<file path="src/verilog/cpu_irq_control.sv">
// ~~~~~~~~~~~~~~~~~~~~~~~~~~~~~~~~~~~~~~~~~~~~~~~~~~~~~~~~~~~~~~~~~~~~~~~~~
// cpu interrupt control
// holds frame and raster requests until the cpu signals eoi
// ~~~~~~~~~~~~~~~~~~~~~~~~~~~~~~~~~~~~~~~~~~~~~~~~~~~~~~~~~~~~~~~~~~~~~~~~~

`timescale 1ns/1ps

module cpu_irq_control (
    input  logic       vdp_clk,
    input  logic       vdp_reset,
    input  logic       frame_irq_requested,
    input  logic       raster_irq_requested,
    input  logic       irq_acknowledge,
    input  logic       raster_irq_acknowledge,
    output logic [1:0] irq
);

    logic [1:0] requested;
    logic [1:0] requested_r;
    logic [1:0] acknowledge;
    logic [1:0] request_edge;

    // bit 0 frame, bit 1 raster
    assign requested   = {raster_irq_requested, frame_irq_requested};
    assign acknowledge = {raster_irq_acknowledge, irq_acknowledge};

    assign request_edge = requested & ~requested_r;

    always_ff @(posedge vdp_clk) begin
        if (vdp_reset) begin
            requested_r <= 2'b00;
            irq         <= 2'b00;
        end else begin
            requested_r <= requested;
            // a new edge beats an eoi in the same cycle
            irq         <= (irq & ~acknowledge) | request_edge;
        end
    end

endmodule

</file>
<file path="config.mk">
export PLATFORM = sky130hd
export DESIGN_NAME = cpu_irq_control
export DESIGN_NICKNAME = d
export VERILOG_FILES = /design/src/verilog/cpu_irq_control.sv
export SDC_FILE = /design/constraint.sdc
export NUM_CORES = 1
export LEC_CHECK = 0
export BUFFER_PORTS_ARGS = -buffer_cell sky130_fd_sc_hd__buf_2
export CAP_MARGIN = 20
export CORE_AREA = 2 2 39 41
export DETAILED_ROUTE_END_ITERATION = 10
export DIE_AREA = 0 0 41 43
export PLACE_DENSITY_LB_ADDON = 0.2
export SLEW_MARGIN = 20
export SYNTH_ARGS = -nofsm -noshare
export SYNTH_HDL_FRONTEND = slang
export SYNTH_SLANG_ARGS = --single-unit
</file>
<file path="constraint.sdc">
create_clock -name vdp_clk -period 0.8 [get_ports vdp_clk]
set_clock_uncertainty 0.05 [all_clocks]
set_input_delay 0.12 -clock vdp_clk [delete_from_list [all_inputs] [get_ports vdp_clk]]
set_output_delay 0.12 -clock vdp_clk [all_outputs]
set_load 0.05 [all_outputs]
</file>
; After elaboration in Yosys (flattened, before gate mapping)
; Index checks and enable logic that the tools add are counted.
[classes]
bitwise_logic = 5
[ops]
columns = op, count
row1 = AND 2 bit, 2
row2 = NOT 2 bit, 2
row3 = OR 2 bit, 1
[totals]
input_bits = 6
reg_bits = 4
elab_cells = 7
out_inout_bits = 2

; Depth between registers and ports, before layout
; Gate-level depths: netlist of run 1.
[logic_depth]
depth_word = 3
depth_mapped = 2
mapped_depth_nobuf = 2

; Worst setup path after synthesis of run 1
; Ideal clock, no wire load.
[synth_timing]
path_type = register to register
start = register irq[0]
end = register irq[0]
path_buffers = 0
path_stages_with_launch = 3
setup_slack_ps = -161
t_arrival_ps = 845
setup_ps = 66
required_time_ps = 684
period_less_slack_ps = 961
path_cell_list = dfxtp_1 -> nand2b_4 -> a21oi_2
[synth_via]
elab_chain_cells = 2
[synth_lines]
columns = item, line_no
row1 = start: declaration, 15  ; output logic [1:0] irq
row2 = start signal: assignment, 36  ; irq <= (irq & ~acknowledge) | request_edge;
row3 = AND 2 bit, 36
row4 = OR 2 bit, 36
; Every way passes these cells.
; A chain may end at the register's enable or synchronous reset.

; Worst setup path in the final report of run 1
[layout_timing]
start = register irq[0]
end = output irq[0]
; No word-level cell between the ends.

==> flow_summary.toml, run 1 <==
[setup_path]
cpPeakStageDelay_ns = 0.33
cp_top_family = "flip-flops"
setup.worst_path.end_class = "output pin"
reg2reg_from = "irq[0]$_SDFF_PP0_"
crit_buf_inv = 1
critPathArrivalTime_ns = 0.72
required_ns = 0.63
reg2reg_slack_ns = -0.01
start_kind = "register"
setup.worst_path.class = "register to output pin"
critPathMaxFanout = 2
critPathLaunch = "irq[0]$_SDFF_PP0_"
path_cells = "buf_8"
cpMaxStageDelayCell = "dfxtp_2"

[clocking]
cts_buffers = 3
path_clk_slew_ns = 0.04
htree_levels = 1
worstSkewPairLatency_ns = 0.23
clock_sinks = 4
cts_root_buf = "clkbuf_4"
cts_tree = "built"
clock_path_buffers = 2

[die]
ios = 8
dieHeight_um = 43
coreArea_mm2 = 0.00138
rows = 14
die_w_um = 41
die_area_mm2 = 0.00176
start_util = 0.108

[sta]
relSlewSlack = 0.933
fmax_ghz = 1.13
layout_worst_path_cycle_share = 1.11
worst_pin_slew_ns = 0.101
grt_setup_unrepaired = "yes"
setup-violations-final = 3
hold_violations = 0
layout_setup_ws_ns = -0.0855
fin_crit_ns = 0.886
finalMaxSlewViolations = 0
whs_ns = 0.0399
fin_setup_tns_ns = -0.176

[finish]
nFillCells = 149
multi_input_area_um2 = 70.1
drive_gt1_frac = 0.760
syn_to_final_growth_pct = 84.2
stdcell_count = 41
nets = 33
fin_util = 0.200
regArea_um2 = 82.6
insertedDiodeCount = 0

[yosys]
yosys.area.top_type_share = 0.533
ys_seq_area_frac = 0.533
synth_edf_count = 0
synth_top_cells_by_count = "dfxtp_1, a21oi_2, nand2b_1, nand2b_4, nor2b_1"
synth_cell_types = 5
synth_area_leaders = "dfxtp_1, nand2b_4, a21oi_2, nand2b_1, nor2b_1"
avgSynthCellArea_um2 = 12.5
synth_nets = 18
synth_flop_cell = "dfxtp_1"
synth-seq-cells = 4
yosys_warnings = 0
synth-async-reset-ratio = 0
netlist_instances = 12
synthesis.area_um2 = 150
yosys.cell_count.top_type = "dfxtp_1"
yosysTopAreaCell = "dfxtp_1"

[placed_design]
dp_cells = 37
hpwl_um = 238
port_buffers = 7
place_congestion = 0.631

[global_route]
grt_max_degree = 5
antenna_found_initial = 0
grt_pass1_vias = 138
grt.total_usage = 0.0533
met2_usage = 0.0656
grt_overflow = 0
grt_use_met1 = 0.0452
gr-usage-met3 = 0.0785
top_usage_layer = "met3"
grt_pass1_wl_um = 538

[routing]
antenna_left = 0
firstDrtPassIters = 2
wire_per_inst_um = 7.80
routed_via_density = 3.10
drt_iter0_markers = 4
drt-total-wl_um = 320
drc = 0
vias = 127

[status]
status = "finished, violations left"
violations = "setup timing"

[power]
power.density_mw_per_mm2 = 2110
switching_share = 0.248
pwr-share-clk = 0.443
power_frac_comb = 0.178
p_leak_uw = 0.000126
ir_worst_vdd_uv = 830
power.switching_uw = 145
internal_power_uw = 439
finalPower_uw = 584
seqPwrFrac = 0.378

[worst_hold_path]
holdCritStartpoint = "vdp_reset"
hold_class = "input pin to register"

[flow_run]
cap_viol_max_count = 0
## logic make-up after synthesis
| logic type | after synthesis | synth area share |
|---|---|---|
| and+or+nand+nor | 6 | 0.350 |
| AOI/OAI and AO/OA | 2 | 0.117 |
| DFF | 4 | 0.533 |
## final cells by class
type,count,area share
clock buffer,3,0.0814
multi-input combinational,8,0.253
timing repair buffer,10,0.294
sequential,4,0.299
tap,16,0.0724
## path summary, 6_finish.rpt
path,cells after the start,endpoint
worst min register to register,2,irq[1]$_SDFF_PP0_
worst max register to register,4,irq[0]$_SDFF_PP0_
worst min-delay path,2,irq[0]$_SDFF_PP0_
worst max-delay path,1,irq[0]
## cells in the final DEF, fill, tap and decap left out
master,Yosys,routed
a21oi_2,2,2
nand2b_1,2,2
buf_8,0,2
nand2b_4,2,2
buf_2,0,5
clkbuf_4,0,3
dfxtp_1,4,2
dfxtp_2,0,2
buf_4,0,2
buf_6,0,1
nor2b_1,2,2
## power groups by stage
stage / combinational, µW / clock [µW] / sequential (µW)
floorplan: 22.8 / 0 / 248
global placement: 82.7 / 0 / 221
detailed placement: 84.2 / 0 / 221
CTS: 92.6 / 267 / 220
global route: 111 / 274 / 222
finish: 104 / 259 / 221
## layer usage
| metal | wire length (µm) | vias up |
|---|---|---|
| met2 | 175 | 4 |
| met3 | 21 | 0 |
| met4 | 0 | 0 |
| met1 | 123 | 58 |
| met5 | 0 | - |
| li1 | - | 65 |
## metrics by stage
step                cell area [µm²]  setup WS [ns]
floorplan                       153        0.00664
CTS                             258        -0.0984
finish                          277        -0.0855
global placement                223         0.0773
detailed placement              223         0.0723
global route                    277         -0.103
## registers in the layout, indices dropped and copies added (netlist names)
register / flops
requested_r: 2
irq: 2
## what timing repair did
item                                    4_1_cts  5_1_grt
buffers inserted                              0        1
gates cloned                                  0        0
hold buffers                                  0        0
endpoints found under the setup margin        2        2
gates resized for setup                       4        3
(Power assumes the default switching activity.)
==> inputs of run 2 (changes only) <==
==> constraint.sdc (replaced) <==
create_clock -name vdp_clk -period 0.95 [get_ports vdp_clk]
set_clock_uncertainty 0.05 [all_clocks]
set_input_delay 0.1425 -clock vdp_clk [delete_from_list [all_inputs] [get_ports vdp_clk]]
set_output_delay 0.1425 -clock vdp_clk [all_outputs]
set_load 0.05 [all_outputs]
==> flow_summary.toml, run 2 (synthesis gave the netlist of run 1 again) <==
[finish]
nFillCells = 152
syn_to_final_growth_pct = 70.0
final_common_cell = "buf_2"
insertedDiodeCount = 0
nets = 30
top_regs = "irq (2), requested_r (2)"
regArea_um2 = 87.6
drive_gt1_frac = 0.727
stdcell_count = 38
multi_input_area_um2 = 70.1
mostFrequentLayoutCells = "buf_2, clkbuf_4"

[setup_path]
setup.worst_path.class = "register to output pin"
cpPeakStageDelay_ns = 0.36
critPathMaxFanout = 2
r2r_cells = 2
path_cells = "buf_8"
critPathArrivalTime_ns = 0.73
cp_top_family = "flip-flops"
crit_buf_inv = 1
required_ns = 0.76
start_kind = "register"
setup.worst_path.end_class = "output pin"
cpMaxStageDelayCell = "dfxtp_4"
cp.depth = 1

[sta]
grt_setup_unrepaired = "yes"
layout_worst_path_cycle_share = 0.969
hold_violations = 0
layout_setup_ws_ns = 0.0296
finalMaxSlewViolations = 0
fin_crit_ns = 0.920
fin_setup_tns_ns = 0
setup-violations-final = 0
worst_pin_slew_ns = 0.0981
relSlewSlack = 0.935
fmax_ghz = 1.09

[clocking]
clock_path_buffers = 2
clock_sinks = 4
worstSkewPairLatency_ns = 0.23
cts_buffers = 3
htree_levels = 1
path_clk_slew_ns = 0.04
cts_setup_buffers = 0
cts_tree = "built"
cts_root_buf = "clkbuf_4"

[placed_design]
dp_cells = 35
port_buffers = 7
dp_slack_ns = 0.166
place_congestion = 0.630

[die]
die_area_mm2 = 0.00176
dieHeight_um = 43
start_util = 0.108
coreArea_mm2 = 0.00138
rows = 14
ios = 8
die_w_um = 41

[global_route]
grt_overflow = 0
antenna_found_initial = 0
grt_max_degree = 5
grt.total_usage = 0.0491
grt_pass1_wl_um = 455
grt_pass1_vias = 131

[worst_hold_path]
hold_class = "input pin to register"
min_path_cells = 2

[routing]
vias = 121
drt-total-wl_um = 251
wire_per_inst_um = 6.61
drc = 0
routed_via_density = 3.18
firstDrtPassIters = 2
drt_iter0_markers = 3
antenna_left = 0

[flow_run]
cap_viol_max_count = 0

[power]
p_leak_uw = 0.000110
ir_worst_vdd_uv = 377
power.density_mw_per_mm2 = 1800

[status]
status = "finished, final reports clean"
run 2: what timing repair did:
action,4_1_cts,5_1_grt
hold buffers,0,0
endpoints found under the setup margin,2,2
gates resized for setup,4,4
run 2: per-stage QoR:
| stage | hold slack (ns) | total power [µW] | instance area [µm²] | util |
|---|---|---|---|---|
| floorplan | 0.148 | 228 | 153 | - |
| global placement | 0.304 | 248 | 208 | 0.150 |
| detailed placement | 0.307 | 249 | 208 | 0.150 |
| CTS | 0.0616 | 472 | 243 | 0.175 |
| global route | 0.0641 | 497 | 255 | 0.184 |
| finish | 0.0675 | 460 | 255 | 0.184 |
run 2: final cells by class:
class / instances / area share
sequential: 4 / 0.343
multi-input combinational: 8 / 0.275
timing repair buffer: 7 / 0.216
clock buffer: 3 / 0.0882
tap: 16 / 0.0784
run 2: worst paths after layout:
| path | start | to | slack, ns |
|---|---|---|---|
| setup / recovery | irq[1]$_SDFF_PP0_ | irq[1] | 0.03 |
| hold / removal | vdp_reset | irq[1]$_SDFF_PP0_ | 0.07 |
| setup reg to reg | requested_r[0]$_SDFF_PP0_ | irq[0]$_SDFF_PP0_ | 0.31 |
| hold reg to reg | requested_r[0]$_SDFF_PP0_ | irq[0]$_SDFF_PP0_ | 0.43 |
run 2: worst register-to-register path: cells and delay by family (launching register included):
kind               cells  cell delay (ns)
and+or+nand+nor        1             0.14
AOI/OAI and AO/OA      1             0.10
DFF                    1             0.28
run 2: power by group:
group | switching [µW] | total [µW] | leakage (µW) | internal, µW
clock | 62.8 | 204 | 0.0000138 | 141
sequential | 8.24 | 186 | 0.0000345 | 178
combinational | 33.8 | 70.1 | 0.0000618 | 36.2
run 2: routing by layer:
layer  up-vias  routed length (µm)  part of all wire  GRT usage
li1         60                   -                 -          -
met1        59                  81              0.32     0.0224
met5         -                   0                 0          0
met3         0                  19             0.076     0.0628
met2         2                 150              0.60     0.0656
met4         0                   0                 0     0.0600
