[src/verilog/soc_pkg.sv]
// ~~~~~~~~~~~~~~~~~~~~~~~~~~~~~~~~~~~~~~~~~~~~~~~~~~~~~~~~~~~~~~~~~~~~~~~~~
// soc package
// memory map, bus widths and reset values for the peripheral side
// ~~~~~~~~~~~~~~~~~~~~~~~~~~~~~~~~~~~~~~~~~~~~~~~~~~~~~~~~~~~~~~~~~~~~~~~~~

package soc_pkg;

    localparam int addr_width     = 24;
    localparam int data_width     = 32;
    localparam int strb_width     = data_width / 8;
    localparam int ram_words      = 2048;
    localparam int ram_addr_width = 11;

    // region codes live in address bits 23..20
    localparam logic [3:0] region_ram    = 4'd0;
    localparam logic [3:0] region_status = 4'd1;
    localparam logic [3:0] region_dsp    = 4'd2;

    // red LED on out of reset
    localparam logic [1:0] status_reset = 2'b01;

    // cpu address seen either as one word or split into fields
    typedef union packed {
        logic [addr_width-1:0] raw;
        struct packed {
            logic [3:0]                region;
            logic [6:0]                unused;
            logic [ram_addr_width-1:0] word_index;
            logic [1:0]                byte_offset;
        } fields;
    } cpu_addr_t;

endpackage

[src/verilog/cpu_bus_if.sv]
// ~~~~~~~~~~~~~~~~~~~~~~~~~~~~~~~~~~~~~~~~~~~~~~~~~~~~~~~~~~~~~~~~~~~~~~~~~
// cpu bus interface
// request side of the picorv32 style memory bus
// ~~~~~~~~~~~~~~~~~~~~~~~~~~~~~~~~~~~~~~~~~~~~~~~~~~~~~~~~~~~~~~~~~~~~~~~~~

`timescale 1ns/1ps

interface cpu_bus_if;

    soc_pkg::cpu_addr_t                  address;
    logic [soc_pkg::data_width-1:0]      write_data;
    logic [soc_pkg::strb_width-1:0]      wstrb;
    logic                                mem_valid;

    // region decode and access tracking
    modport decoder (input address, input wstrb, input mem_valid);

    // ram steering
    modport arbiter (input address, input write_data, input wstrb);

    // register writes
    modport regs (input address, input write_data);

    // driven from the top level ports
    modport source (output address, output write_data, output wstrb, output mem_valid);

endinterface

[src/verilog/bus_arbiter.sv]
// ~~~~~~~~~~~~~~~~~~~~~~~~~~~~~~~~~~~~~~~~~~~~~~~~~~~~~~~~~~~~~~~~~~~~~~~~~
// bus arbiter
// routes each access to its target, returns read data and ready
// ~~~~~~~~~~~~~~~~~~~~~~~~~~~~~~~~~~~~~~~~~~~~~~~~~~~~~~~~~~~~~~~~~~~~~~~~~

`timescale 1ns/1ps

module bus_arbiter (
    input  logic                              vdp_clk,
    input  logic                              vdp_reset,
    cpu_bus_if.arbiter                        bus,

    input  logic                              ram_en,
    input  logic                              status_en,
    input  logic                              dsp_en,
    input  logic                              none_en,
    input  logic                              write_en,

    input  logic [soc_pkg::data_width-1:0]    status_read_data,
    input  logic [soc_pkg::data_width-1:0]    dsp_result,
    input  logic [soc_pkg::data_width-1:0]    ram_read_data,

    output logic                              ram_cs,
    output logic [soc_pkg::strb_width-1:0]    ram_wstrb,
    output logic [soc_pkg::ram_addr_width-1:0] ram_address,
    output logic [soc_pkg::data_width-1:0]    ram_write_data,

    output logic                              cpu_mem_ready,
    output logic [soc_pkg::data_width-1:0]    cpu_read_data
);

    logic sel_ram;
    logic sel_status;
    logic sel_dsp;

    // ram port comes straight from the held request
    assign ram_cs         = ram_en;
    assign ram_address    = bus.address.fields.word_index;
    assign ram_write_data = bus.write_data;

    // strobes only reach the ram on a write to it
    assign ram_wstrb = (ram_en && write_en) ? bus.wstrb : '0;

    // ready follows the enable by one cycle
    always_ff @(posedge vdp_clk) begin
        if (vdp_reset) begin
            cpu_mem_ready <= 1'b0;
            sel_ram       <= 1'b0;
            sel_status    <= 1'b0;
            sel_dsp       <= 1'b0;
        end else begin
            cpu_mem_ready <= ram_en || status_en || dsp_en || none_en;
            sel_ram       <= ram_en;
            sel_status    <= status_en;
            sel_dsp       <= dsp_en;
        end
    end

    // unmapped regions read as zero
    always_comb begin
        if (sel_ram) begin
            cpu_read_data = ram_read_data;
        end else if (sel_status) begin
            cpu_read_data = status_read_data;
        end else if (sel_dsp) begin
            cpu_read_data = dsp_result;
        end else begin
            cpu_read_data = '0;
        end
    end

endmodule

[src/flat_wrapper.sv]
// flat-port wrapper written by rule: the top's interface ports become plain ports
module bus_arbiter_flat 
  (vdp_clk, vdp_reset, ram_en, status_en, dsp_en, none_en, write_en, status_read_data, dsp_result, ram_read_data, ram_cs, ram_wstrb, ram_address, ram_write_data, cpu_mem_ready, cpu_read_data, bus_address, bus_write_data, bus_wstrb);
  cpu_bus_if bus_i ();
  input  logic vdp_clk;
  input  logic vdp_reset;
  input  logic ram_en;
  input  logic status_en;
  input  logic dsp_en;
  input  logic none_en;
  input  logic write_en;
  input  logic [soc_pkg::data_width-1:0] status_read_data;
  input  logic [soc_pkg::data_width-1:0] dsp_result;
  input  logic [soc_pkg::data_width-1:0] ram_read_data;
  output logic ram_cs;
  output logic [soc_pkg::strb_width-1:0] ram_wstrb;
  output logic [soc_pkg::ram_addr_width-1:0] ram_address;
  output logic [soc_pkg::data_width-1:0] ram_write_data;
  output logic cpu_mem_ready;
  output logic [soc_pkg::data_width-1:0] cpu_read_data;
  input wire logic [$bits(bus_i.address)-1:0] bus_address;
  input wire logic [$bits(bus_i.write_data)-1:0] bus_write_data;
  input wire logic [$bits(bus_i.wstrb)-1:0] bus_wstrb;
  assign bus_i.address = bus_address;
  assign bus_i.write_data = bus_write_data;
  assign bus_i.wstrb = bus_wstrb;
  bus_arbiter u_core (.vdp_clk(vdp_clk), .vdp_reset(vdp_reset), .bus(bus_i), .ram_en(ram_en), .status_en(status_en), .dsp_en(dsp_en), .none_en(none_en), .write_en(write_en), .status_read_data(status_read_data), .dsp_result(dsp_result), .ram_read_data(ram_read_data), .ram_cs(ram_cs), .ram_wstrb(ram_wstrb), .ram_address(ram_address), .ram_write_data(ram_write_data), .cpu_mem_ready(cpu_mem_ready), .cpu_read_data(cpu_read_data));
endmodule
[config.mk]
export PLATFORM = sky130hd
export DESIGN_NAME = bus_arbiter_flat
export DESIGN_NICKNAME = d
export VERILOG_FILES = /design/src/verilog/soc_pkg.sv /design/src/verilog/cpu_bus_if.sv /design/src/verilog/bus_arbiter.sv /design/src/flat_wrapper.sv
export SDC_FILE = /design/constraint.sdc
export NUM_CORES = 1
export LEC_CHECK = 0
export ABC_AREA = 1
export BUFFER_PORTS_ARGS = -buffer_cell sky130_fd_sc_hd__buf_2
export CORE_AREA = 2 2 96 98
export CTS_CLUSTER_DIAMETER = 200
export CTS_CLUSTER_SIZE = 30
export DETAILED_ROUTE_END_ITERATION = 8
export DIE_AREA = 0 0 98 100
export HOLD_SLACK_MARGIN = 0.05
export PLACE_DENSITY_LB_ADDON = 0.3
export SYNTH_ARGS = -nofsm -noshare
export SYNTH_HDL_FRONTEND = slang
export SYNTH_SLANG_ARGS = --single-unit
[constraint.sdc]
create_clock -name vdp_clk -period 1 [get_ports vdp_clk]
set_clock_uncertainty 0.05 [all_clocks]
set_input_delay 0.2 -clock vdp_clk [delete_from_list [all_inputs] [get_ports vdp_clk]]
set_output_delay 0.2 -clock vdp_clk [all_outputs]
set_load 0.03 [all_outputs]
# Word-level counts from Yosys, hierarchy flattened
# Cells that the tools add are included.
# word_totals
out_inout_bits	81
in_bits	163
regBits	4
elab_cells	12
# classes
reduce_logical	4
mux	4
# ops
cell	n
$mux W32	3
$mux W4	1
$logic_or A1 B1 Y1	3
$logic_and A1 B1 Y1	1

# Logic depth before layout (Yosys ltp)
# logic_depth
depth_word	3
mapped_depth	6
mapped_depth_nobuf	4

# Least setup slack after synthesis
# No wires, ideal clock.
# synth_path
kind	register -> output
from	reg u_core.sel_status
to	out cpu_read_data[22] (netlist bit)
setup_slack_ns	-0.365
required_time_ns	0.750
path_stages_with_launch	7
arrival_ns	1.115
n_path_buf	2
cell_sequence	dfxtp_1 -> buf_4 -> buf_6 -> nand2_1 -> nand2_1 -> nor2_1 -> nor2_1
# synth_via
elab_chain_cells	2
# synth_lines
element	line_no	source
from (decl)	bus_arbiter.sv:33	logic sel_status;
from (signal assigned)	bus_arbiter.sv:54	sel_status <= status_en;
$mux W32	bus_arbiter.sv:63	end else if (sel_status) begin
$mux W32	bus_arbiter.sv:61	if (sel_ram) begin
to (decl)	flat_wrapper.sv:20	output logic [soc_pkg::data_width-1:0] cpu_read_data;
# Every way passes these cells.

# Worst setup path after layout
# layout_path
from	reg u_core.sel_status
to	out cpu_read_data[3] (netlist bit)
# The elaborated chain is that of the path after synthesis.

==> qor.yml <==
totalWireLength_microns: 5991
synth_warnings: 0
antenna_left: 0
layout-drive-gt1-share: 0.6797
min_path_type: "primary input to flip-flop"
grt_pass1_vias: 1978
via_per_inst: 4.115
start_util: 0.1645
std_cell_rows: 35
cts_max_path_buffers: 2
setup_viol: 32
syn_area_per_cell_sq_um: 4.764
gr-usage-met2: 0.1770
grt-ovfl-total: 0
synth_nets: 470
antenna_found_initial: 0
routabilityCongestion: 0.7245
hp-start: "vdp_reset"
io-pin-count: 244
coreArea_sq_mm: 0.008890
slew_headroom: 0.8965
die_area_sq_mm: 0.009800
synthTopCellsByArea: "nor2_1 (35%), nand2_1 (25%), buf_4 (23%), buf_6 (6.9%), dfxtp_1 (5.5%)"
path_max_fanout: 17
finalCritPeriodShare: 1.476
cts-root-buf: "clkbuf_8"
num_vias: 2140
synth_fa_ha_area_frac: 0
diodes: 0
top_usage_layer: "met2"
die_w_microns: 98
final_common_cell: "buf_2"
port_buffers: 144
outcome: "complete, but fails checks"
min_path_cells: 2
syn_inst: 307
synth_area_sq_mm: 0.001463
grt_pass1_wl_microns: 8086
h-tree-depth: 1
dpl_cell_area_sq_mm: 0.002233
fin_area_sq_mm: 0.002865
power.density_mw_per_mm2: 713.1
critical_path_class: "flip-flop to output port"
fmaxAchievable_mhz: 677.4
grt_max_degree: 35
die_h_microns: 100
worst_slack_ns: -0.4763
fin_cells: 520
ys_seq_elements: 4
crit_arrival_ns: 1.23
grt_setup_unrepaired: "yes"
pre_cts_slack_ns: -0.3061
violations: "setup timing"
ir_worst_vdd_uv: 545.7
worstPathRequired_ns: 0.75
hpwl_microns: 3723
post-cts-setup-buffers: 0
cts_tree: "built"
clk_pin_slew_ns: 0.03
grtUsageMet3: 0.01741
drc: 0
synth-simple-area-share: 0.6005
synth_xor_area_frac: 0
maxCapViolCount: 0
clock-sinks: 4
numCtsBuffers: 3
power_mw: 2.043
synth_cell_type_count: 9
synth-compound-area-share: 0.003422
hold_viol: 0
drtIter0Drc: 27
min_period_ns: 1.476
grt_use_total: 0.09341
met1_usage: 0.1052
cp-start-kind: "flip-flop"
maxSlewViolCount: 0
wl_per_cell_microns: 11.52
dp.cells: 509
fin_nets: 574
yosysTopAreaCell: "nor2_1"
yosysTopAreaCellShare: 0.3516
worst_pin_slew_ns: 0.1551
layout_common_cells: "buf_2 (112), nand2_1 (88), nor2_2 (69), nor2_1 (34), nor2_4 (34)"
critPathCaptureType: "output port"
utilization: 0.3223
first_pass_iters: 4
synth.area.mux_share: 0
whs_endpoint: "u_core.sel_dsp"
synth_top_family_by_area: "simple AND/OR/NAND/NOR gates"
synth-seq-area-share: 0.05475
syn_to_final_growth_pct: 95.89
power.leakage_nw: 1.483
## per-layer routing
metal  vias up  share of wire
met3        18          0.075
li1       1059              -
met5         -              0
met4         0          0.016
met1       968           0.40
met2        95           0.51
## final cells by class
type,instances,area (sq um)
tap,111,138.9
clock buffer,3,41.29
sequential,4,91.34
timing repair buffer,159,1217
fill,972,6025
inverter,8,42.54
multi-input combinational,235,1334
## power by group
part	internal (mW)	switching (mW)
Sequential	0.167	0.0151
Combinational	0.698	0.828
Clock	0.256	0.0794
## worst max-delay path by stage
stage	start	slack, ns	depth (start not counted)	end
global placement	u_core.sel_dsp	-0.30	6	cpu_read_data[12]
global route	u_core.sel_dsp	-0.53	6	cpu_read_data[11]
floorplan	u_core.sel_status	-0.15	6	cpu_read_data[23]
detailed placement	u_core.sel_ram	-0.31	6	cpu_read_data[7]
CTS	u_core.sel_ram	-0.50	6	cpu_read_data[8]
finish	u_core.sel_status	-0.48	6	cpu_read_data[3]
## synth_stat cells
library cell / number
a21oi_1: 1
inv_1: 7
nand2_1: 97
nor2_1: 137
inv_2: 1
buf_4: 45
dfxtp_1: 4
buf_2: 6
buf_6: 9
## through the flow
| stage | TNS, ns | hold slack [ns] |
|---|---|---|
| after global routing | -16.29 | 0.1360 |
| after detailed placement | -9.283 | 0.3502 |
| after CTS | -15.18 | 0.1275 |
| after global placement | -8.871 | 0.3502 |
| after floorplan | -4.720 | 0.2138 |
| final | -14.25 | 0.1314 |
## registers in the layout, summed over array words and instances (netlist names)
name / count
u_core.sel_status: 1
u_core.sel_dsp: 1
u_core.sel_ram: 1
u_core.cpu_mem_ready: 1
## logic make-up after synthesis
group | count (synthesis)
buffers and inverters | 68
AO/OA/AOI/OAI | 1
AND/OR/NAND/NOR | 234
flip-flops | 4
## worst max-delay path, stage by stage (launching register included)
cell	delay (ns)
dfxtp_4	0.38
clkbuf_16	0.19
nand2_2	0.06
nand2_1	0.05
nor2_2	0.15
nor2_4	0.04
buf_6	0.13
## repair_timing
action	in CTS	in global routing
hold endpoints to repair	0	0
setup endpoints to repair	32	32
pin swaps	1	4
hold buffers	0	0
gates cloned	0	8
gates resized for setup	88	62
(Power assumes the default switching activity.)
