--- config.mk ---
export PLATFORM = sky130hd
export DESIGN_NAME = system_registers_flat
export DESIGN_NICKNAME = d
export VERILOG_FILES = /design/src/verilog/soc_pkg.sv /design/src/verilog/cpu_bus_if.sv /design/src/verilog/system_registers.sv /design/src/flat_wrapper.sv
export SDC_FILE = /design/constraint.sdc
export NUM_CORES = 1
export LEC_CHECK = 0
export BUFFER_PORTS_ARGS = -buffer_cell sky130_fd_sc_hd__buf_2
export CORE_MARGIN = 2
export CORE_UTILIZATION = 50
export DETAILED_ROUTE_END_ITERATION = 16
export GPL_TIMING_DRIVEN = 0
export PLACE_DENSITY_LB_ADDON = 0.12
export SETUP_SLACK_MARGIN = 0.3
export SYNTH_ARGS = -nofsm -noshare
export SYNTH_HDL_FRONTEND = slang
export SYNTH_SLANG_ARGS = --single-unit
export TNS_END_PERCENT = 50
--- constraint.sdc ---
create_clock -name vdp_clk -period 7.45 [get_ports vdp_clk]
set_clock_uncertainty 0.2 [all_clocks]
set_input_delay 0.3725 -clock vdp_clk [delete_from_list [all_inputs] [get_ports vdp_clk]]
set_output_delay 0.3725 -clock vdp_clk [all_outputs]
set_load 0.005 [all_outputs]
--- src/verilog/soc_pkg.sv ---
// ~~~~~~~~~~~~~~~~~~~~~~~~~~~~~~~~~~~~~~~~~~~~~~~~~~~~~~~~~~~~~~~~~~~~~~~~~
// soc package
// memory map, bus widths and reset values for the peripheral side
// ~~~~~~~~~~~~~~~~~~~~~~~~~~~~~~~~~~~~~~~~~~~~~~~~~~~~~~~~~~~~~~~~~~~~~~~~~

package soc_pkg;

    localparam int addr_width     = 24;
    localparam int data_width     = 32;
    localparam int strb_width     = data_width / 8;
    localparam int ram_words      = 2048;
    localparam int ram_addr_width = 11;

    // region codes live in address bits 23..20
    localparam logic [3:0] region_ram    = 4'd0;
    localparam logic [3:0] region_status = 4'd1;
    localparam logic [3:0] region_dsp    = 4'd2;

    // red LED on out of reset
    localparam logic [1:0] status_reset = 2'b01;

    // cpu address seen either as one word or split into fields
    typedef union packed {
        logic [addr_width-1:0] raw;
        struct packed {
            logic [3:0]                region;
            logic [6:0]                unused;
            logic [ram_addr_width-1:0] word_index;
            logic [1:0]                byte_offset;
        } fields;
    } cpu_addr_t;

endpackage

--- src/verilog/cpu_bus_if.sv ---
// ~~~~~~~~~~~~~~~~~~~~~~~~~~~~~~~~~~~~~~~~~~~~~~~~~~~~~~~~~~~~~~~~~~~~~~~~~
// cpu bus interface
// request side of the picorv32 style memory bus
// ~~~~~~~~~~~~~~~~~~~~~~~~~~~~~~~~~~~~~~~~~~~~~~~~~~~~~~~~~~~~~~~~~~~~~~~~~

`timescale 1ns/1ps

interface cpu_bus_if;

    soc_pkg::cpu_addr_t                  address;
    logic [soc_pkg::data_width-1:0]      write_data;
    logic [soc_pkg::strb_width-1:0]      wstrb;
    logic                                mem_valid;

    // region decode and access tracking
    modport decoder (input address, input wstrb, input mem_valid);

    // ram steering
    modport arbiter (input address, input write_data, input wstrb);

    // register writes
    modport regs (input address, input write_data);

    // driven from the top level ports
    modport source (output address, output write_data, output wstrb, output mem_valid);

endinterface

--- src/verilog/system_registers.sv ---
// ~~~~~~~~~~~~~~~~~~~~~~~~~~~~~~~~~~~~~~~~~~~~~~~~~~~~~~~~~~~~~~~~~~~~~~~~~
// system registers
// status LEDs and a signed 16x16 multiplier for the cpu
// ~~~~~~~~~~~~~~~~~~~~~~~~~~~~~~~~~~~~~~~~~~~~~~~~~~~~~~~~~~~~~~~~~~~~~~~~~

`timescale 1ns/1ps

module system_registers (
    input  logic                           vdp_clk,
    input  logic                           vdp_reset,
    cpu_bus_if.regs                        bus,
    input  logic                           status_en,
    input  logic                           dsp_en,
    input  logic                           write_en,
    output logic                           led_r,
    output logic                           led_b,
    output logic [soc_pkg::data_width-1:0] status_read_data,
    output logic [soc_pkg::data_width-1:0] dsp_result
);

    logic [1:0]  status;
    logic [15:0] dsp_mult_a;
    logic [15:0] dsp_mult_b;
    logic        dsp_write;
    logic        operand_sel;

    assign dsp_write   = dsp_en && write_en;
    // word 0 is operand a, word 1 is operand b
    assign operand_sel = bus.address.fields.word_index[0];

    // status register
    always_ff @(posedge vdp_clk) begin
        if (vdp_reset) begin
            status <= soc_pkg::status_reset;
        end else if (status_en && write_en) begin
            status <= bus.write_data[1:0];
        end
    end

    assign led_r = status[0];
    assign led_b = status[1];

    assign status_read_data = {{(soc_pkg::data_width-2){1'b0}}, status};

    // one register per multiplier operand
    always_ff @(posedge vdp_clk) begin
        if (vdp_reset) begin
            dsp_mult_a <= '0;
        end else if (dsp_write && !operand_sel) begin
            dsp_mult_a <= bus.write_data[15:0];
        end
    end

    always_ff @(posedge vdp_clk) begin
        if (vdp_reset) begin
            dsp_mult_b <= '0;
        end else if (dsp_write && operand_sel) begin
            dsp_mult_b <= bus.write_data[15:0];
        end
    end

    // signed product updated every cycle
    always_ff @(posedge vdp_clk) begin
        dsp_result <= $signed(dsp_mult_a) * $signed(dsp_mult_b);
    end

endmodule

--- src/flat_wrapper.sv ---
// flat-port wrapper written by rule: the top's interface ports become plain ports
module system_registers_flat 
  (vdp_clk, vdp_reset, status_en, dsp_en, write_en, led_r, led_b, status_read_data, dsp_result, bus_address, bus_write_data);
  cpu_bus_if bus_i ();
  input  logic vdp_clk;
  input  logic vdp_reset;
  input  logic status_en;
  input  logic dsp_en;
  input  logic write_en;
  output logic led_r;
  output logic led_b;
  output logic [soc_pkg::data_width-1:0] status_read_data;
  output logic [soc_pkg::data_width-1:0] dsp_result;
  input wire logic [$bits(bus_i.address)-1:0] bus_address;
  input wire logic [$bits(bus_i.write_data)-1:0] bus_write_data;
  assign bus_i.address = bus_address;
  assign bus_i.write_data = bus_write_data;
  system_registers u_core (.vdp_clk(vdp_clk), .vdp_reset(vdp_reset), .bus(bus_i), .status_en(status_en), .dsp_en(dsp_en), .write_en(write_en), .led_r(led_r), .led_b(led_b), .status_read_data(status_read_data), .dsp_result(dsp_result));
endmodule
# == Yosys cells after proc, flatten, opt, wreduce, memory -nomap -nowiden ==
# Cells that the tools add are included.
# W data, S select, Z words.
# totals
reg_bits,66
inputBits,61
output_inout_bits,66
elab_cells,10
# classes
multipliers,1
n_reduce_logical,5
# ops
op,count
$mul A16 B16 Y32,1
$logic_and A1 B1 Y1,4
$logic_not A1 Y1,1

# == Logic depth before layout (Yosys ltp) ==
# depth
word_depth,2
mapped_depth,24
ltp_nobuf,21

# == Worst setup path before layout ==
# Ideal clock, no wire load.
# synth_path
path_kind,register to register
start,register u_core.dsp_mult_b[7]
end,register u_core.dsp_result[31] in the netlist's numbering
setup_ns,0.079
arrival_time_ns,5.881
required_ns,7.171
setup_slack_ns,1.289
stages_incl_launch_ff,24
path_buffers,2
synth_period_minus_slack_ns,6.161
cell_sequence,dfxtp_1 clkbuf_1 clkbuf_1 nand2_1 fa_1 inv_1 fa_1 inv_1 fa_1 inv_1 fa_1 fa_1 inv_1 fa_1 inv_1 ha_1 and3_2 a221oi_4 o31ai_4 a211oi_4 o221ai_2 o211ai_2 nor2_1 a211oi_2
# synth_between
elab_chain_len,1
# synth_rtl
item,line_no,rtl
"start, declared",system_registers.sv:23,logic [15:0] dsp_mult_b;
"start signal, assigned",system_registers.sv:58,dsp_mult_b <= bus.write_data[15:0];
$mul A16 B16 Y32,system_registers.sv:64,dsp_result <= $signed(dsp_mult_a) * $signed(dsp_mult_b);
"end signal, assigned",system_registers.sv:64,
"end, declared",system_registers.sv:18,output logic [soc_pkg::data_width-1:0] dsp_result
# No other way between the ends.
# A chain may end at the register's enable or synchronous reset.

# == Worst setup path after layout ==
# layout_path
start,register u_core.dsp_mult_a[9]
end,register u_core.dsp_result[31] in the netlist's numbering
# layout_between
elab_chain_len,1
# layout_rtl
item,line_no,rtl
"start, declared",system_registers.sv:22,logic [15:0] dsp_mult_a;
"start signal, assigned",system_registers.sv:50,dsp_mult_a <= bus.write_data[15:0];
$mul A16 B16 Y32,system_registers.sv:64,
# No other way between the ends.

==> summary.txt <==
Outcome
  • Status: finished clean

Yosys
  • Area share of and/or/nand/nor cells after synthesis: 0.155
  • Syn avg cell area: approximately 9.2 um2
  • Synth warnings: 0
  • Yosys cell types: 45
  • Post-synthesis adder-cell area fraction: 0.527
  • Post-synthesis mux area share: 0
  • #FFs+latches synth: 66
  • Xor-xnor portion of the synthesized cell area: 0.0250
  • Register area share after synthesis: 0.111
  • Mapped cell area: 11,900 um2
  • Number of synthesized flops with an enable pin: 0
  • Compound-Gate Fraction of Synth Area: 0.0563
  • Gate Count Post-Synth: 1,297
  • Ys async rst share: 0
  • Primary FF master, synth: dfxtp_1
  • Main combinational cell family by area after synthesis: adder cells

Global route
  • Largest net degree at the start of global routing: 13
  • Vias in the first global route: 9,131
  • Total GRT Usage: 0.276
  • Antenna violations before repair: 0
  • Global route total overflow: 0
  • First-pass GRT wire length: 50,900 um

Power and ir drop
  • Pwr/cell area: 75.7 nW/um2
  • Total power: 0.983 mW
  • LEAKAGE: 6.90 nW
  • VDD IR max: 0.0000986 V

Timing
  • Fmax: 145 MHz
  • Final min period: between 6 and 7 ns
  • Setup ws final: 0.534 ns
  • Setup violators final: 0
  • Hold Fails Final Rpt: 0
  • Final Hold Slack: ~0.086 ns
  • Setup TNS: 0 ns
  • Worst-margin pin slew: approximately 0.7 ns
  • Final worst path period share: 0.928
  • RSZ-0062 raised after global routing: yes
  • Max-slew violations: 0
  • Rel. slew slack: 0.545

Drt
  • DR WL/cell: 18.4 um
  • Via count: 8,633
  • DRC viols: 0
  • Via density: 5.03
  • DRT iter0 DRCs: 434
  • Number of iterations in the first detailed-routing pass: 5
  • Total wire length: between 30,000 and 40,000 um
  • DRT antenna net count: 0

Setup path
  • Setup crit start kind: register
  • Crit path DAT: 6.98 ns
  • Critical Path Fanout Max: 10
  • CP Capture Type: register
  • Type of the worst setup path: register to register
  • Data required, critical path: 7.52 ns

Floorplanning
  • Initial Util: 0.508
  • Top-Level Pins: between 100 and 150
  • Die W: 158 um
  • Rows: 56
  • Die H: 158 um
  • DIE AREA: 25,000 um2
  • Core Box Area: 23,400 um2

Clock tree
  • Worst-Skew Late Latency: ~0.34 ns
  • CTS H-tree depth: 3
  • Root buffer cell: clkbuf_16
  • CTS clk-pin slew, worst paths: 0.06 ns
  • Max Root-Sink Buffers: 2
  • CTS tree: yes
  • Clock sink count: 66
  • CTS Buf Count: 9

Placed design
  • Dpl hpwl: 26,300 um
  • Cell Area, Placed: approximately 13,000 um2
  • Global placer's final weighted congestion: about 0.91
  • Setup WS pre-CTS: 0.166 ns
  • Buffers on Ports: 56

Cells and area
  • Area grow syn2layout: 9.15%
  • # fillers: 2,214
  • Multi-input logic area: between 9000 and 10,000 um2
  • Post-route cell area: 13,000 um2
  • Nets: 1,798
  • FF+latch area: 1320 um2
  • Share of cells above drive strength 1: 0.0973

Min path
  • Hold crit path type: primary input to register

Job
  • Maxcap violations: 0
==> cell families after synthesis <==
kind of cell | after synthesis
buf+inv | 365
other cells | 1
simple gates | 387
fa+ha+maj | 344
compound gates | 100
flops | 66
xor+xnor | 34
==> stage by stage <==
stage / utilization / cells
3_5_place_dp: 0.542 / 1701
4_1_cts: 0.554 / 1717
3_3_place_gp: 0.542 / 1701
2_1_floorplan: - / 1326
5_1_grt: 0.555 / 1717
6_report: 0.555 / 1718
==> critical path, stage by stage (launching register included) <==
cell	delay (ns)
dfxtp_1	0.57
clkbuf_1	0.55
nand2_1	0.15
fa_1	0.50
fa_1	0.48
fa_1	0.54
inv_1	0.05
fa_1	0.52
fa_1	0.55
inv_1	0.07
fa_1	0.49
inv_1	0.05
ha_1	0.33
a21o_1	0.25
a221oi_4	0.32
o31ai_4	0.16
a211oi_4	0.38
o221ai_2	0.18
o211ai_2	0.27
nor2_1	0.09
a211oi_2	0.13
==> where the power goes <==
group | switching (mW) | total (mW) | internal (mW)
Sequential | 0.0206 | 0.390 | 0.370
Combinational | 0.118 | 0.194 | 0.0759
Clock | 0.173 | 0.399 | 0.226
Total | 0.311 | 0.983 | 0.672
==> repair_timing <==
| action | 4_1_cts | 5_1_grt |
|---|---|---|
| gates cloned | 0 | 0 |
| buffers inserted | 0 | 0 |
| hold buffers | 0 | 0 |
| setup endpoints to repair | 3 | 6 |
| resized for setup | 3 | 35 |
==> synth_stat cells, drive strengths merged, types with 3 or more instances <==
cell | number | area share
clkbuf | 47 | 0.015
buf | 32 | 0.020
o211ai | 3 | 0.0023
nand3 | 9 | 0.0038
or2 | 3 | 0.0016
xor2 | 5 | 0.0037
ha | 82 | 0.086
nor2 | 29 | 0.0092
and3 | 6 | 0.0033
a211o | 3 | 0.0022
fa | 262 | 0.44
dfxtp | 66 | 0.11
o21ai | 10 | 0.0042
a21o | 11 | 0.0070
nand2b | 4 | 0.0021
a211oi | 4 | 0.0040
o21a | 4 | 0.0025
a31oi | 3 | 0.0016
nand2 | 199 | 0.063
nor2b | 3 | 0.0016
nor3 | 3 | 0.0013
a21oi | 51 | 0.022
and2 | 125 | 0.066
inv | 286 | 0.090
xnor2 | 29 | 0.021
==> sequential cells by signal (all words and copies together), names as in the netlist <==
name	count
u_core.dsp_mult_a	16
u_core.dsp_result	32
u_core.dsp_mult_b	16
u_core.status	2
==> metal layers <==
| metal | wire length, um | vias to the layer above | global-route usage |
|---|---|---|---|
| met5 | 0 | - | 0 |
| met4 | 1270 | 0 | 0.106 |
| met3 | 1900 | 61 | 0.0531 |
| met2 | 15100 | 257 | 0.442 |
| met1 | 13400 | 4360 | 0.372 |
| li1 | - | 3955 | - |
==> layout by cell type (no fill, tap or decap), types with 3 or more instances in the layout <==
master     count
a211o_1        3
a21o_1        10
a21oi_1       50
a31oi_1        3
and2_1       125
and3_1         5
buf_2         56
buf_4         32
clkbuf_1      28
clkbuf_16      9
clkbuf_2      19
conb_1        30
dfxtp_1       64
fa_1         262
ha_1          82
inv_1        286
nand2_1      199
nand2b_1       4
nand3_1        9
nor2_1        29
nor2b_1        3
nor3_1         3
o21a_1         4
o21ai_0       10
or2_2          3
xnor2_1       29
xor2_1         5
==> cell type report <==
class                           instances  area share
Antenna cell                            1    0.000193
Multi-Input combinational cell        895       0.708
Clock inverter                          6     0.00328
Inverter                              286      0.0827
Clock buffer                           10      0.0176
Timing Repair Buffer                   56      0.0216
Tap cell                              319      0.0307
Sequential cell                        66       0.102
Buffer                                 79      0.0339
==> path summary, 6_finish.rpt <==
kind,startpoint,endpoint,slack [ns],cells past startpoint
min reg2reg,u_core.status[1],u_core.status[1],0.27,2
max,u_core.dsp_mult_a[9],u_core.dsp_result[31],0.53,20
min,bus_write_data[2],u_core.dsp_mult_b[2],0.09,3
max reg2reg,u_core.dsp_mult_a[9],u_core.dsp_result[31],0.53,20
(Power assumes the default switching activity.)
